--- src/spi_regs_pkg.sv ---
// spi register block shared definitions
// frame geometry, register map, write op codes and frame engine states
package spi_regs_pkg;

  // one frame is flag + address, pad byte, then the 24-bit value
  localparam int FRAME_BITS = 40;
  // address field width, low bits of the header byte
  localparam int ADDR_W = 7;
  // register and data field width
  localparam int DATA_W = 24;

  typedef logic [ADDR_W-1:0] reg_addr_t;
  typedef logic [DATA_W-1:0] reg_data_t;
  // op code carried in the two low pad bits
  typedef logic [1:0] wr_op_t;

  localparam wr_op_t OP_WRITE = 2'd0;
  localparam wr_op_t OP_SET = 2'd1;
  localparam wr_op_t OP_CLEAR = 2'd2;
  localparam wr_op_t OP_TOGGLE = 2'd3;

  // register map
  localparam reg_addr_t ADDR_LED = 7'd7;
  localparam reg_addr_t ADDR_SPI_MUX = 7'd8;
  localparam reg_addr_t ADDR_SR_4094 = 7'd9;
  localparam reg_addr_t ADDR_MODE = 7'd12;
  localparam reg_addr_t ADDR_TEST_PATTERN = 7'd14;

  // alternating pattern so the leds show life out of reset
  localparam reg_data_t LED_RESET = 24'hAAAAAA;
  // returned for any address outside the map
  localparam reg_data_t UNMAPPED_READ = 24'h0F0F0F;

  // frame engine states
  typedef enum logic [1:0] {
    ST_IDLE,
    ST_HEADER,
    ST_PAD,
    ST_DATA
  } frame_state_t;

endpackage
--- src/reg_bus_if.sv ---
// register access bus between the spi frame engine and the register file
// single-cycle write strobe, no acknowledge, combinational read data
`timescale 1ns/100ps

interface reg_bus_if;

  // write strobe, one cs cycle per committed frame
  logic wr_en;
  // set, clear, toggle or plain write
  spi_regs_pkg::wr_op_t wr_op;
  // shared by read and write, latched after the header byte
  spi_regs_pkg::reg_addr_t addr;
  spi_regs_pkg::reg_data_t wdata;
  // combinational read of addr
  spi_regs_pkg::reg_data_t rdata;

  // frame engine side
  modport engine (
    output wr_en,
    output wr_op,
    output addr,
    output wdata,
    input  rdata
  );

  // register file side
  modport regs (
    input  wr_en,
    input  wr_op,
    input  addr,
    input  wdata,
    output rdata
  );

endinterface

--- src/spi_regs_top.sv ---
// spi register block top level
// pin synchronizer, frame engine and register file on the cs clock
`timescale 1ns/100ps

module spi_regs_top (
  input  logic cs,
  input  logic rst_n,
  input  logic sclk,
  input  logic spi_cs_n,
  input  logic mosi,
  output logic miso,
  output spi_regs_pkg::reg_data_t reg_led,
  output spi_regs_pkg::reg_data_t reg_spi_mux,
  output spi_regs_pkg::reg_data_t reg_sr_4094,
  output spi_regs_pkg::reg_data_t reg_mode,
  output spi_regs_pkg::reg_data_t reg_test_pattern
);

  // synchronized pin events
  logic sclk_rise;
  logic sclk_fall;
  logic frame_start;
  logic frame_end;
  logic mosi_bit;

  // engine to register file path
  reg_bus_if reg_bus ();

  spi_sync spi_sync_inst (
    .cs          (cs),
    .rst_n       (rst_n),
    .sclk        (sclk),
    .spi_cs_n    (spi_cs_n),
    .mosi        (mosi),
    .sclk_rise   (sclk_rise),
    .sclk_fall   (sclk_fall),
    .frame_start (frame_start),
    .frame_end   (frame_end),
    .mosi_bit    (mosi_bit)
  );

  spi_frame_engine spi_frame_engine_inst (
    .cs          (cs),
    .rst_n       (rst_n),
    .sclk_rise   (sclk_rise),
    .sclk_fall   (sclk_fall),
    .frame_start (frame_start),
    .frame_end   (frame_end),
    .mosi_bit    (mosi_bit),
    .miso        (miso),
    .bus         (reg_bus)
  );

  reg_file reg_file_inst (
    .cs               (cs),
    .rst_n            (rst_n),
    .bus              (reg_bus),
    .reg_led          (reg_led),
    .reg_spi_mux      (reg_spi_mux),
    .reg_sr_4094      (reg_sr_4094),
    .reg_mode         (reg_mode),
    .reg_test_pattern (reg_test_pattern)
  );

endmodule

--- src/reg_file.sv ---
// control register file
// five 24-bit registers with write, set, clear and toggle updates and a read mux
`timescale 1ns/100ps

module reg_file (
  input  logic cs,
  input  logic rst_n,
  reg_bus_if.regs bus,
  output spi_regs_pkg::reg_data_t reg_led,
  output spi_regs_pkg::reg_data_t reg_spi_mux,
  output spi_regs_pkg::reg_data_t reg_sr_4094,
  output spi_regs_pkg::reg_data_t reg_mode,
  output spi_regs_pkg::reg_data_t reg_test_pattern
);

  // next value of one register under the given op
  function automatic spi_regs_pkg::reg_data_t apply_op(
    input spi_regs_pkg::reg_data_t cur,
    input spi_regs_pkg::reg_data_t val,
    input spi_regs_pkg::wr_op_t op
  );
    spi_regs_pkg::reg_data_t res;
    case (op)
      spi_regs_pkg::OP_WRITE: res = val;
      // or in the ones of val
      spi_regs_pkg::OP_SET: res = cur | val;
      // knock out the ones of val
      spi_regs_pkg::OP_CLEAR: res = cur & ~val;
      spi_regs_pkg::OP_TOGGLE: res = cur ^ val;
      default: res = val;
    endcase
    return res;
  endfunction

  always_ff @(posedge cs or negedge rst_n)
  begin
    if (!rst_n)
    begin
      reg_led <= spi_regs_pkg::LED_RESET;
      // no spi device selected
      reg_spi_mux <= '0;
      reg_sr_4094 <= '0;
      reg_mode <= '0;
      reg_test_pattern <= '0;
    end
    else if (bus.wr_en)
    begin
      // unmapped addresses fall through untouched
      case (bus.addr)
        spi_regs_pkg::ADDR_LED:
          reg_led <= apply_op(reg_led, bus.wdata, bus.wr_op);
        spi_regs_pkg::ADDR_SPI_MUX:
          reg_spi_mux <= apply_op(reg_spi_mux, bus.wdata, bus.wr_op);
        spi_regs_pkg::ADDR_SR_4094:
          reg_sr_4094 <= apply_op(reg_sr_4094, bus.wdata, bus.wr_op);
        spi_regs_pkg::ADDR_MODE:
          reg_mode <= apply_op(reg_mode, bus.wdata, bus.wr_op);
        spi_regs_pkg::ADDR_TEST_PATTERN:
          reg_test_pattern <= apply_op(reg_test_pattern, bus.wdata, bus.wr_op);
        default:
        begin
        end
      endcase
    end
  end

  // read mux, valid the cycle after the engine latches addr
  always_comb
  begin
    case (bus.addr)
      spi_regs_pkg::ADDR_LED: bus.rdata = reg_led;
      spi_regs_pkg::ADDR_SPI_MUX: bus.rdata = reg_spi_mux;
      spi_regs_pkg::ADDR_SR_4094: bus.rdata = reg_sr_4094;
      spi_regs_pkg::ADDR_MODE: bus.rdata = reg_mode;
      spi_regs_pkg::ADDR_TEST_PATTERN: bus.rdata = reg_test_pattern;
      // recognizable filler for holes in the map
      default: bus.rdata = spi_regs_pkg::UNMAPPED_READ;
    endcase
  end

endmodule

--- src/spi_frame_engine.sv ---
// spi frame engine
// shifts 40-bit frames in and read data out, issues register writes at frame end
`timescale 1ns/100ps

module spi_frame_engine (
  input  logic cs,
  input  logic rst_n,
  input  logic sclk_rise,
  input  logic sclk_fall,
  input  logic frame_start,
  input  logic frame_end,
  input  logic mosi_bit,
  output logic miso,
  reg_bus_if.engine bus
);

  spi_regs_pkg::frame_state_t state;
  // rises seen in this frame, tops out at FRAME_BITS
  logic [5:0] bit_cnt;
  // frame receive shift register, first bit ends up in the msb
  logic [spi_regs_pkg::FRAME_BITS-1:0] rx_shift;
  logic [spi_regs_pkg::FRAME_BITS-1:0] rx_next;
  // read data on its way to miso
  spi_regs_pkg::reg_data_t tx_shift;
  // one cycle after the address latch, rdata is valid
  logic load_tx;
  logic read_flag;
  logic commit;

  assign rx_next = {rx_shift[spi_regs_pkg::FRAME_BITS-2:0], mosi_bit};
  assign read_flag = rx_shift[spi_regs_pkg::FRAME_BITS-1];

  // write only a complete frame with the read flag clear
  assign commit = frame_end && !frame_start
    && (state == spi_regs_pkg::ST_DATA)
    && (bit_cnt == 6'(spi_regs_pkg::FRAME_BITS))
    && !read_flag;

  // value field and op code straight from the frozen receive register
  assign bus.wdata = rx_shift[spi_regs_pkg::DATA_W-1:0];
  assign bus.wr_op = rx_shift[spi_regs_pkg::DATA_W+1:spi_regs_pkg::DATA_W];

  always_ff @(posedge cs or negedge rst_n)
  begin
    if (!rst_n)
    begin
      state <= spi_regs_pkg::ST_IDLE;
      bit_cnt <= '0;
      load_tx <= 1'b0;
      bus.wr_en <= 1'b0;
      bus.addr <= '0;
    end
    else
    begin
      load_tx <= 1'b0;
      bus.wr_en <= commit;
      if (frame_start)
      begin
        // restart from any state, a partial frame is simply dropped
        state <= spi_regs_pkg::ST_HEADER;
        bit_cnt <= '0;
      end
      else if (frame_end)
      begin
        state <= spi_regs_pkg::ST_IDLE;
      end
      else if (sclk_rise)
      begin
        case (state)
          spi_regs_pkg::ST_HEADER:
          begin
            bit_cnt <= bit_cnt + 6'd1;
            // 8th rise completes flag and address
            if (bit_cnt == 6'(spi_regs_pkg::ADDR_W))
            begin
              bus.addr <= rx_next[spi_regs_pkg::ADDR_W-1:0];
              load_tx <= 1'b1;
              state <= spi_regs_pkg::ST_PAD;
            end
          end
          spi_regs_pkg::ST_PAD:
          begin
            bit_cnt <= bit_cnt + 6'd1;
            // 16th rise ends the pad byte
            if (bit_cnt == 6'(spi_regs_pkg::FRAME_BITS - spi_regs_pkg::DATA_W - 1))
            begin
              state <= spi_regs_pkg::ST_DATA;
            end
          end
          spi_regs_pkg::ST_DATA:
          begin
            // an extra bit makes the frame too long, drop it
            if (bit_cnt == 6'(spi_regs_pkg::FRAME_BITS))
              state <= spi_regs_pkg::ST_IDLE;
            else
              bit_cnt <= bit_cnt + 6'd1;
          end
          default:
          begin
          end
        endcase
      end
    end
  end

  // payload shifters
  always_ff @(posedge cs)
  begin
    if (sclk_rise && (state != spi_regs_pkg::ST_IDLE))
      rx_shift <= rx_next;
    if (load_tx)
      tx_shift <= bus.rdata;
    else if (sclk_fall && (state == spi_regs_pkg::ST_DATA))
      tx_shift <= tx_shift << 1;
  end

  // miso moves one cycle after each fall of the data phase
  always_ff @(posedge cs or negedge rst_n)
  begin
    if (!rst_n)
      miso <= 1'b0;
    else if (frame_start || frame_end)
      miso <= 1'b0;
    else if (sclk_fall && (state == spi_regs_pkg::ST_DATA))
      miso <= tx_shift[spi_regs_pkg::DATA_W-1];
  end

endmodule

--- src/spi_sync.sv ---
// spi pin synchronizer
// two-flop sync of sclk, spi_cs_n and mosi, plus registered edge pulses
`timescale 1ns/100ps

module spi_sync (
  input  logic cs,
  input  logic rst_n,
  input  logic sclk,
  input  logic spi_cs_n,
  input  logic mosi,
  output logic sclk_rise,
  output logic sclk_fall,
  output logic frame_start,
  output logic frame_end,
  output logic mosi_bit
);

  // two-stage chains, bit 1 is the synchronized level
  logic [1:0] sclk_sync;
  logic [1:0] cs_n_sync;
  logic [1:0] mosi_sync;
  // previous synchronized levels for edge compare
  logic sclk_prev;
  logic cs_n_prev;

  always_ff @(posedge cs or negedge rst_n)
  begin
    if (!rst_n)
    begin
      // idle bus levels, clock low and chip select high
      sclk_sync <= 2'b00;
      cs_n_sync <= 2'b11;
      mosi_sync <= 2'b00;
      sclk_prev <= 1'b0;
      cs_n_prev <= 1'b1;
      sclk_rise <= 1'b0;
      sclk_fall <= 1'b0;
      frame_start <= 1'b0;
      frame_end <= 1'b0;
    end
    else
    begin
      sclk_sync <= {sclk_sync[0], sclk};
      cs_n_sync <= {cs_n_sync[0], spi_cs_n};
      mosi_sync <= {mosi_sync[0], mosi};
      sclk_prev <= sclk_sync[1];
      cs_n_prev <= cs_n_sync[1];
      // registered pulses, 3 cs cycles behind the pin edge
      sclk_rise <= sclk_sync[1] & ~sclk_prev;
      sclk_fall <= ~sclk_sync[1] & sclk_prev;
      // chip select low starts a frame, high ends it
      frame_start <= ~cs_n_sync[1] & cs_n_prev;
      frame_end <= cs_n_sync[1] & ~cs_n_prev;
    end
  end

  // mosi is stable for a half period around each rise
  assign mosi_bit = mosi_sync[1];

endmodule

--- config.mk ---
export PLATFORM = sky130hd
export DESIGN_NAME = spi_regs_top
export DESIGN_NICKNAME = d
export VERILOG_FILES = /design/src/spi_regs_pkg.sv /design/src/reg_bus_if.sv /design/src/spi_regs_top.sv /design/src/reg_file.sv /design/src/spi_frame_engine.sv /design/src/spi_sync.sv
export SDC_FILE = /design/constraint.sdc
export NUM_CORES = 1
export LEC_CHECK = 0
export ABC_AREA = 0
export BUFFER_PORTS_ARGS = -buffer_cell sky130_fd_sc_hd__buf_2
export CORE_MARGIN = 2
export CORE_UTILIZATION = 56
export DETAILED_ROUTE_END_ITERATION = 12
export PLACE_DENSITY = 0.78
export RECOVER_POWER = 25
export SYNTH_ARGS = -nofsm -noshare
export SYNTH_HDL_FRONTEND = slang
export SYNTH_SLANG_ARGS = --single-unit
--- constraint.sdc ---
create_clock -name cs -period 3 [get_ports cs]
set_clock_uncertainty 0.15 [all_clocks]
set_input_delay 0.6 -clock cs [delete_from_list [all_inputs] [get_ports cs]]
set_output_delay 0.6 -clock cs [all_outputs]
set_load 0.01 [all_outputs]
Word-level counts from Yosys, hierarchy flattened:

Index checks and enable logic that the tools add are counted.

* flip-flop bits (word level): 214
* word-level logic and storage cells: 121
* input bits: 5
* output and inout bits: 121

* muxes and demuxes: 27
* reduce and logical (&&, ||, !) cells: 26
* add/subtract/negate cells: 1
* bitwise logic cells: 26
* equality and inequality tests: 19

Operator list (number)
* case mux 24 bit (4 select lines): 5
* AND 24 bit: 5
* OR 24 bit: 5
* case mux 24 bit (5 select lines): 1
* bitwise XOR 24 bit: 5
* 2-to-1 mux 24 bit: 2
* equality test 7 x 4 -> 1 bit, second input constant: 4
* 2-to-1 mux 6 bit: 4
* inverter 24 bit: 1
* 2-to-1 mux 2 bit: 6
* case mux 6 bit (2 select lines): 1
* AND reduction 2 bit: 5
* AND reduction 5 bit: 2
* equality test 2 bit, second input constant: 4
* inequality test 4 x 3 -> 1 bit, second input constant: 2
* nonzero test 2 bit: 4
* equality test 7 x 3 -> 1 bit, second input constant: 1
* 2-to-1 mux 1 bit: 7
* adder 6 x 1 -> 6 bit, second input constant: 1
* equality test 6 x 3 -> 1 bit, second input constant: 1
* equality test 6 x 4 -> 1 bit, second input constant: 1
* equality test 6 bit, second input constant: 1
* logical AND 1 bit: 6
* inverter 1 bit: 6
* other kinds (13): 19

Longest topological paths before layout:

* depth in word-level cells: 6
* depth in mapped cells: 7

Modules after synthesis:

A second synthesis with hierarchy kept.

* cells, all modules: 1602
* area total of the unflattened synthesis: 15733.8 µm²

By module, submodules not included
* reg_file: seq. area each 3017.9 µm², cells an instance 1382, area an instance 12029.0 µm², instances 1
* spi_frame_engine: seq. area each 2372.3 µm², cells an instance 204, area an instance 3365.7 µm², instances 1
* spi_sync: seq. area each 304.0 µm², cells an instance 16, area an instance 339.1 µm², instances 1

Worst setup path after synthesis:

OpenSTA, ideal clock, no wires.

* kind: register to register
* from: register spi_frame_engine_inst.state[0]
* to: register spi_frame_engine_inst.rx_shift[0] in the netlist's numbering (enable)
* arrival: 2442 ps
* clock period less this slack: 3034 ps
* cell stages (with the launch flop): 4
* required time: 2408 ps
* setup slack: -34 ps
* cells stage by stage: dfrtp_1 -> inv_1 -> ha_1 -> nor2b_1

* cells in the longest elaborated chain, start to end: 2

Ends and longest elaborated chain
* from (decl): line spi_frame_engine.sv:17 `spi_regs_pkg::frame_state_t state;`
* from (signal assigned): line spi_frame_engine.sv:47 `state <= spi_regs_pkg::ST_IDLE;`
* from (signal assigned): line spi_frame_engine.sv:60 `state <= spi_regs_pkg::ST_HEADER;`
* from (signal assigned): line spi_frame_engine.sv:65 `state <= spi_regs_pkg::ST_IDLE;`
* nonzero test 2 bit: line spi_frame_engine.sv:109 `if (sclk_rise && (state != spi_regs_pkg::ST_IDLE))`
* logical AND 1 bit: line spi_frame_engine.sv:109
* to (signal assigned): line spi_frame_engine.sv:110 `rx_shift <= rx_next;`
* to (decl): line spi_frame_engine.sv:21 `logic [spi_regs_pkg::FRAME_BITS-1:0] rx_shift;`

No other way between the ends.
A chain may end at the register's enable or synchronous reset.

Worst setup path after layout:

* from: register spi_frame_engine_inst.rx_shift[24] in the netlist's numbering
* to: register reg_file_inst.reg_spi_mux[18]

* cells in the longest elaborated chain, start to end: 2
* elaborated cells on any way between the ends: 5
* classes of those cells: eq/ne: 3; mux: 1; reduce/logical: 1

Ends and longest elaborated chain
* equality test 2 bit, or another cell as far along: line reg_file.sv:23 `case (op)`
* case mux 24 bit (4 select lines) *: line reg_file.sv:23
* to (signal assigned): line reg_file.sv:53 `reg_spi_mux <= apply_op(reg_spi_mux, bus.wdata, bus.wr_op);`
* to (decl): line reg_file.sv:10 `output spi_regs_pkg::reg_data_t reg_spi_mux,`

Every way passes the cells marked *; elsewhere a longest branch is shown, timed or not.

==> results by group <==
Run status
  • Violated checks: capacitance limit, slew limit
  • Run status: finished with violations

Routing
  • Detailed Routing Iterations Pass 1: 6
  • Drt initial violations: roughly 960
  • Vias per inst: 6.09
  • Number of nets with antenna violations after routing: 0
  • Overall via count from detail_route: 12284
  • DRT Wirelength: ~40 mm
  • Routed WL per cell: between 15 and 20 um
  • DRC viols: 0

Finish
  • Commonest cells after routing, fill and taps aside: a21oi_1, ha_1, inv_1
  • Number of nets at the end of the flow: ~1900
  • Layout cells sized above 1: around 20%
  • ANT cells: 0
  • Final-layout fill cell count: 2162
  • Final Instance Count excl. Fillers: 2017
  • Commonest non-fill, non-tap cell in the layout: a21oi_1
  • Area growth from synthesis to layout: 12.0%
  • Final non-filler cell area: roughly 17000 um^2

Clock network
  • Clock Root Buffer: clkbuf_16
  • Clock sink count: between 200 and 250
  • CTS H-tree lvls: 1
  • Number of gates given a new drive strength after cts: 0
  • TritonCTS clock tree: built
  • Clock buffers created by TritonCTS: 25
  • Maximum buffer depth of the clock tree: 3
  • Post-CTS setup buffer count: 0
  • Clock latency at the later pin of the worst-skew pair: between 0.5 and 0.6 ns
  • CTS clock-pin slew for the worst setup and hold paths: 0.06 ns

Power
  • Cell internal pwr: around 0.0052 W
  • Sw Ratio: between 20% and 30%
  • Share of total power in the clock network: 45.6%
  • Pleak: 7.92 nW
  • Part of the power in combinational logic: roughly a tenth
  • Portion of total power attributed to sequential cells: 44.8%
  • Reported net switching power: approximately 0.0017 W
  • Areal power density over the cells: 399 nW/um^2
  • Worst IR Drop VDD: between 0.3 and 0.4 mV

Timing
  • Rel. slew slack: -20.5%
  • Final Hold Violating Endpoints: 0
  • Setup violations, final: 0
  • Slew of the pin with the lowest slew margin: 1.81 ns
  • Slew Limit Fails: 155
  • Share of the clock period used by the worst path: 87.6%
  • Setup repair after global routing missed its margin: false
  • Final hold slack: 0.0327 ns
  • Tmin final: approximately 2.6 ns
  • Highest achievable clock rate: around 0.38 GHz
  • Setup TNS: 0 ns
  • Setup WS post-layout: 0.373 ns

GRT
  • Total global-route track usage: between 20 and 30%
  • Maximum number of pins on one net before global-route repair: about 140
  • First-pass GRT wire length: 63.8 mm
  • Gr ovfl total: 0
  • Via count of the first global-routing pass: roughly 12000
  • Number of antenna violations at the first check in global routing: 1

Critical path
  • Data arrival time of the critical path: 2.88 ns
  • Critical Path Fanout Max: 103
  • Worst Setup Start Kind: register
  • Required time at the worst-slack endpoint: around 3.3 ns
  • Class of the most critical setup path: reg -> reg
  • Crit path capture type: register

Place
  • Total placed instance area: around 17000 um^2
  • Total of buffers placed on input and output ports: 125
  • Routability congestion estimate from global placement: approximately 0.89
  • Number of instances in the placed design: a little under 2000
  • Worst slack after detailed placement: between 0.4 and 0.5 ns
  • DP HPWL: between 20 and 30 mm

Die
  • Number of core rows: 60
  • Die extent in y: ~170 um
  • Horizontal extent of the die: between 150 and 200 um
  • Placeable core region: approximately 27000 um^2
  • Number of primary I/O pins: roughly 130
  • Area enclosed by the die boundary: ~29000 um^2
  • Initial cell density of the core: a little under three fifths

Synthesis
  • Mapped Area: between 15000 and 20000 um^2
  • Average cell area after synthesis: just under 10 um^2
  • Number of enable flip-flop cells after synthesis: 64
  • Proportion of synthesized chip area in sequential cells: around 37%
  • Ys Warns: 0
  • Seq cells post-synth: 214
  • Net count after synthesis: 1822
  • Share of flip-flops with an asynchronous set or reset after synthesis: approximately 70%
  • Cell count after synthesis: ~1600
  • Most frequently used flop master after synthesis: dfrtp_1
  • Distinct cell type count after synthesis: 52

Run
  • Maxcap violations: 2

Min path
  • Path class of the lowest-slack min-delay path: in -> reg
layout make-up:
type / instances / area (um^2) / area share, %
inverter: 154 / 578 / 3.33
tap: 341 / 427 / 2.46
timing repair buffer: 166 / 1020 / 5.87
clock buffer: 30 / 654 / 3.77
multi-input combinational: 1097 / 8800 / 50.7
sequential: 214 / 5690 / 32.8
clock inverter: 15 / 181 / 1.05
metrics by stage:
stage	power, W	util, %
floorplan	0.00361	-
CTS	0.00696	64.3
detailed placement	0.00381	61.2
global route	0.00717	64.2
finish	0.00692	64.2
global placement	0.00377	61.2
layer usage:
| metal | vias to the layer above | GRT usage, % | wire length, um |
|---|---|---|---|
| met4 | 0 | 10.1 | 1300 |
| met3 | 86 | 4.58 | 2840 |
| li1 | 5765 | - | - |
| met1 | 5993 | 36.4 | 16800 |
| met5 | - | 0 | 0 |
| met2 | 440 | 45.8 | 19100 |
power by group through the flow:
stage	clock network (W)	registers (W)	logic, W
2_1_floorplan	0	0.00314	0.000470
3_3_place_gp	0	0.00316	0.000617
3_5_place_dp	0	0.00316	0.000654
4_1_cts	0.00320	0.00310	0.000663
5_1_grt	0.00330	0.00311	0.000757
6_report	0.00316	0.00310	0.000662
cell usage after synthesis, drive strengths merged, types with 3 or more instances:
master  instances  area (um^2)
o221ai          8         70.1
nor2          145          552
buf            23          125
a22oi          25          188
o22a           20          175
mux2i          22          220
xnor2           3         26.3
a31oi          13         81.3
a222oi          3         30.0
nand2b          3         18.8
dfrtp         135         3380
clkbuf         82          308
nand2          27          104
nand3b          3         22.5
o21ai           6         30.0
nor3           15          103
nand3           7         47.6
a211oi        121          908
a21oi         248         1240
edfxtp         64         1920
nor2b          33          206
nor4            3         18.8
a22o            3         26.3
dfstp          15          394
inv           153          574
ha            247         3090
mux2          124         1470
timing repair:
item                                    in CTS  in global routing
endpoints found under the setup margin       0                  0
hold endpoints to repair                    44                  0
hold buffers                                 1                  0
logic make-up after synthesis:
group,share of synthesized area (%)
muxes,10.9
and+or+nand+nor,7.42
AOI/OAI and AO/OA,18.2
DFF,36.8
xor gates and xnor gates,0.170
buffers and inverters,6.53
adders and majority gates,20.0
worst max-delay path, stage by stage (launching register included):
cell,delay [ns]
edfxtp_1,0.39
buf_2,1.29
a21oi_1,0.21
mux2_1,0.39
final timing paths:
kind | startpoint | endpoint | slack [ns] | depth (start not counted)
setup / recovery | spi_frame_engine_inst.rx_shift[24] | reg_file_inst.reg_spi_mux[18] | 0.37 | 3
hold reg to reg | spi_sync_inst.sclk_sync[0] | spi_sync_inst.sclk_sync[1] | 0.21 | 0
min in group asynchronous | rst_n | reg_file_inst.reg_sr_4094[18] | 0.88 | 2
max in group asynchronous | rst_n | reg_file_inst.reg_sr_4094[15] | 0.71 | 3
setup reg to reg | spi_frame_engine_inst.rx_shift[24] | reg_file_inst.reg_spi_mux[18] | 0.37 | 3
hold / removal | spi_cs_n | spi_sync_inst.cs_n_sync[0] | 0.03 | 1
sequential cells by signal, summed over array words and instances, names as in the netlist, 6 cells and up:
name and cells:
spi_frame_engine_inst.rx_shift 40, spi_frame_engine_inst.bus.addr 7, reg_file_inst.reg_spi_mux 24, spi_frame_engine_inst.bit_cnt 6, reg_file_inst.reg_mode 24, spi_frame_engine_inst.tx_shift 24
reg_file_inst.reg_test_pattern 24, reg_file_inst.reg_led 24, reg_file_inst.reg_sr_4094 24
(Power assumes the default switching activity.)
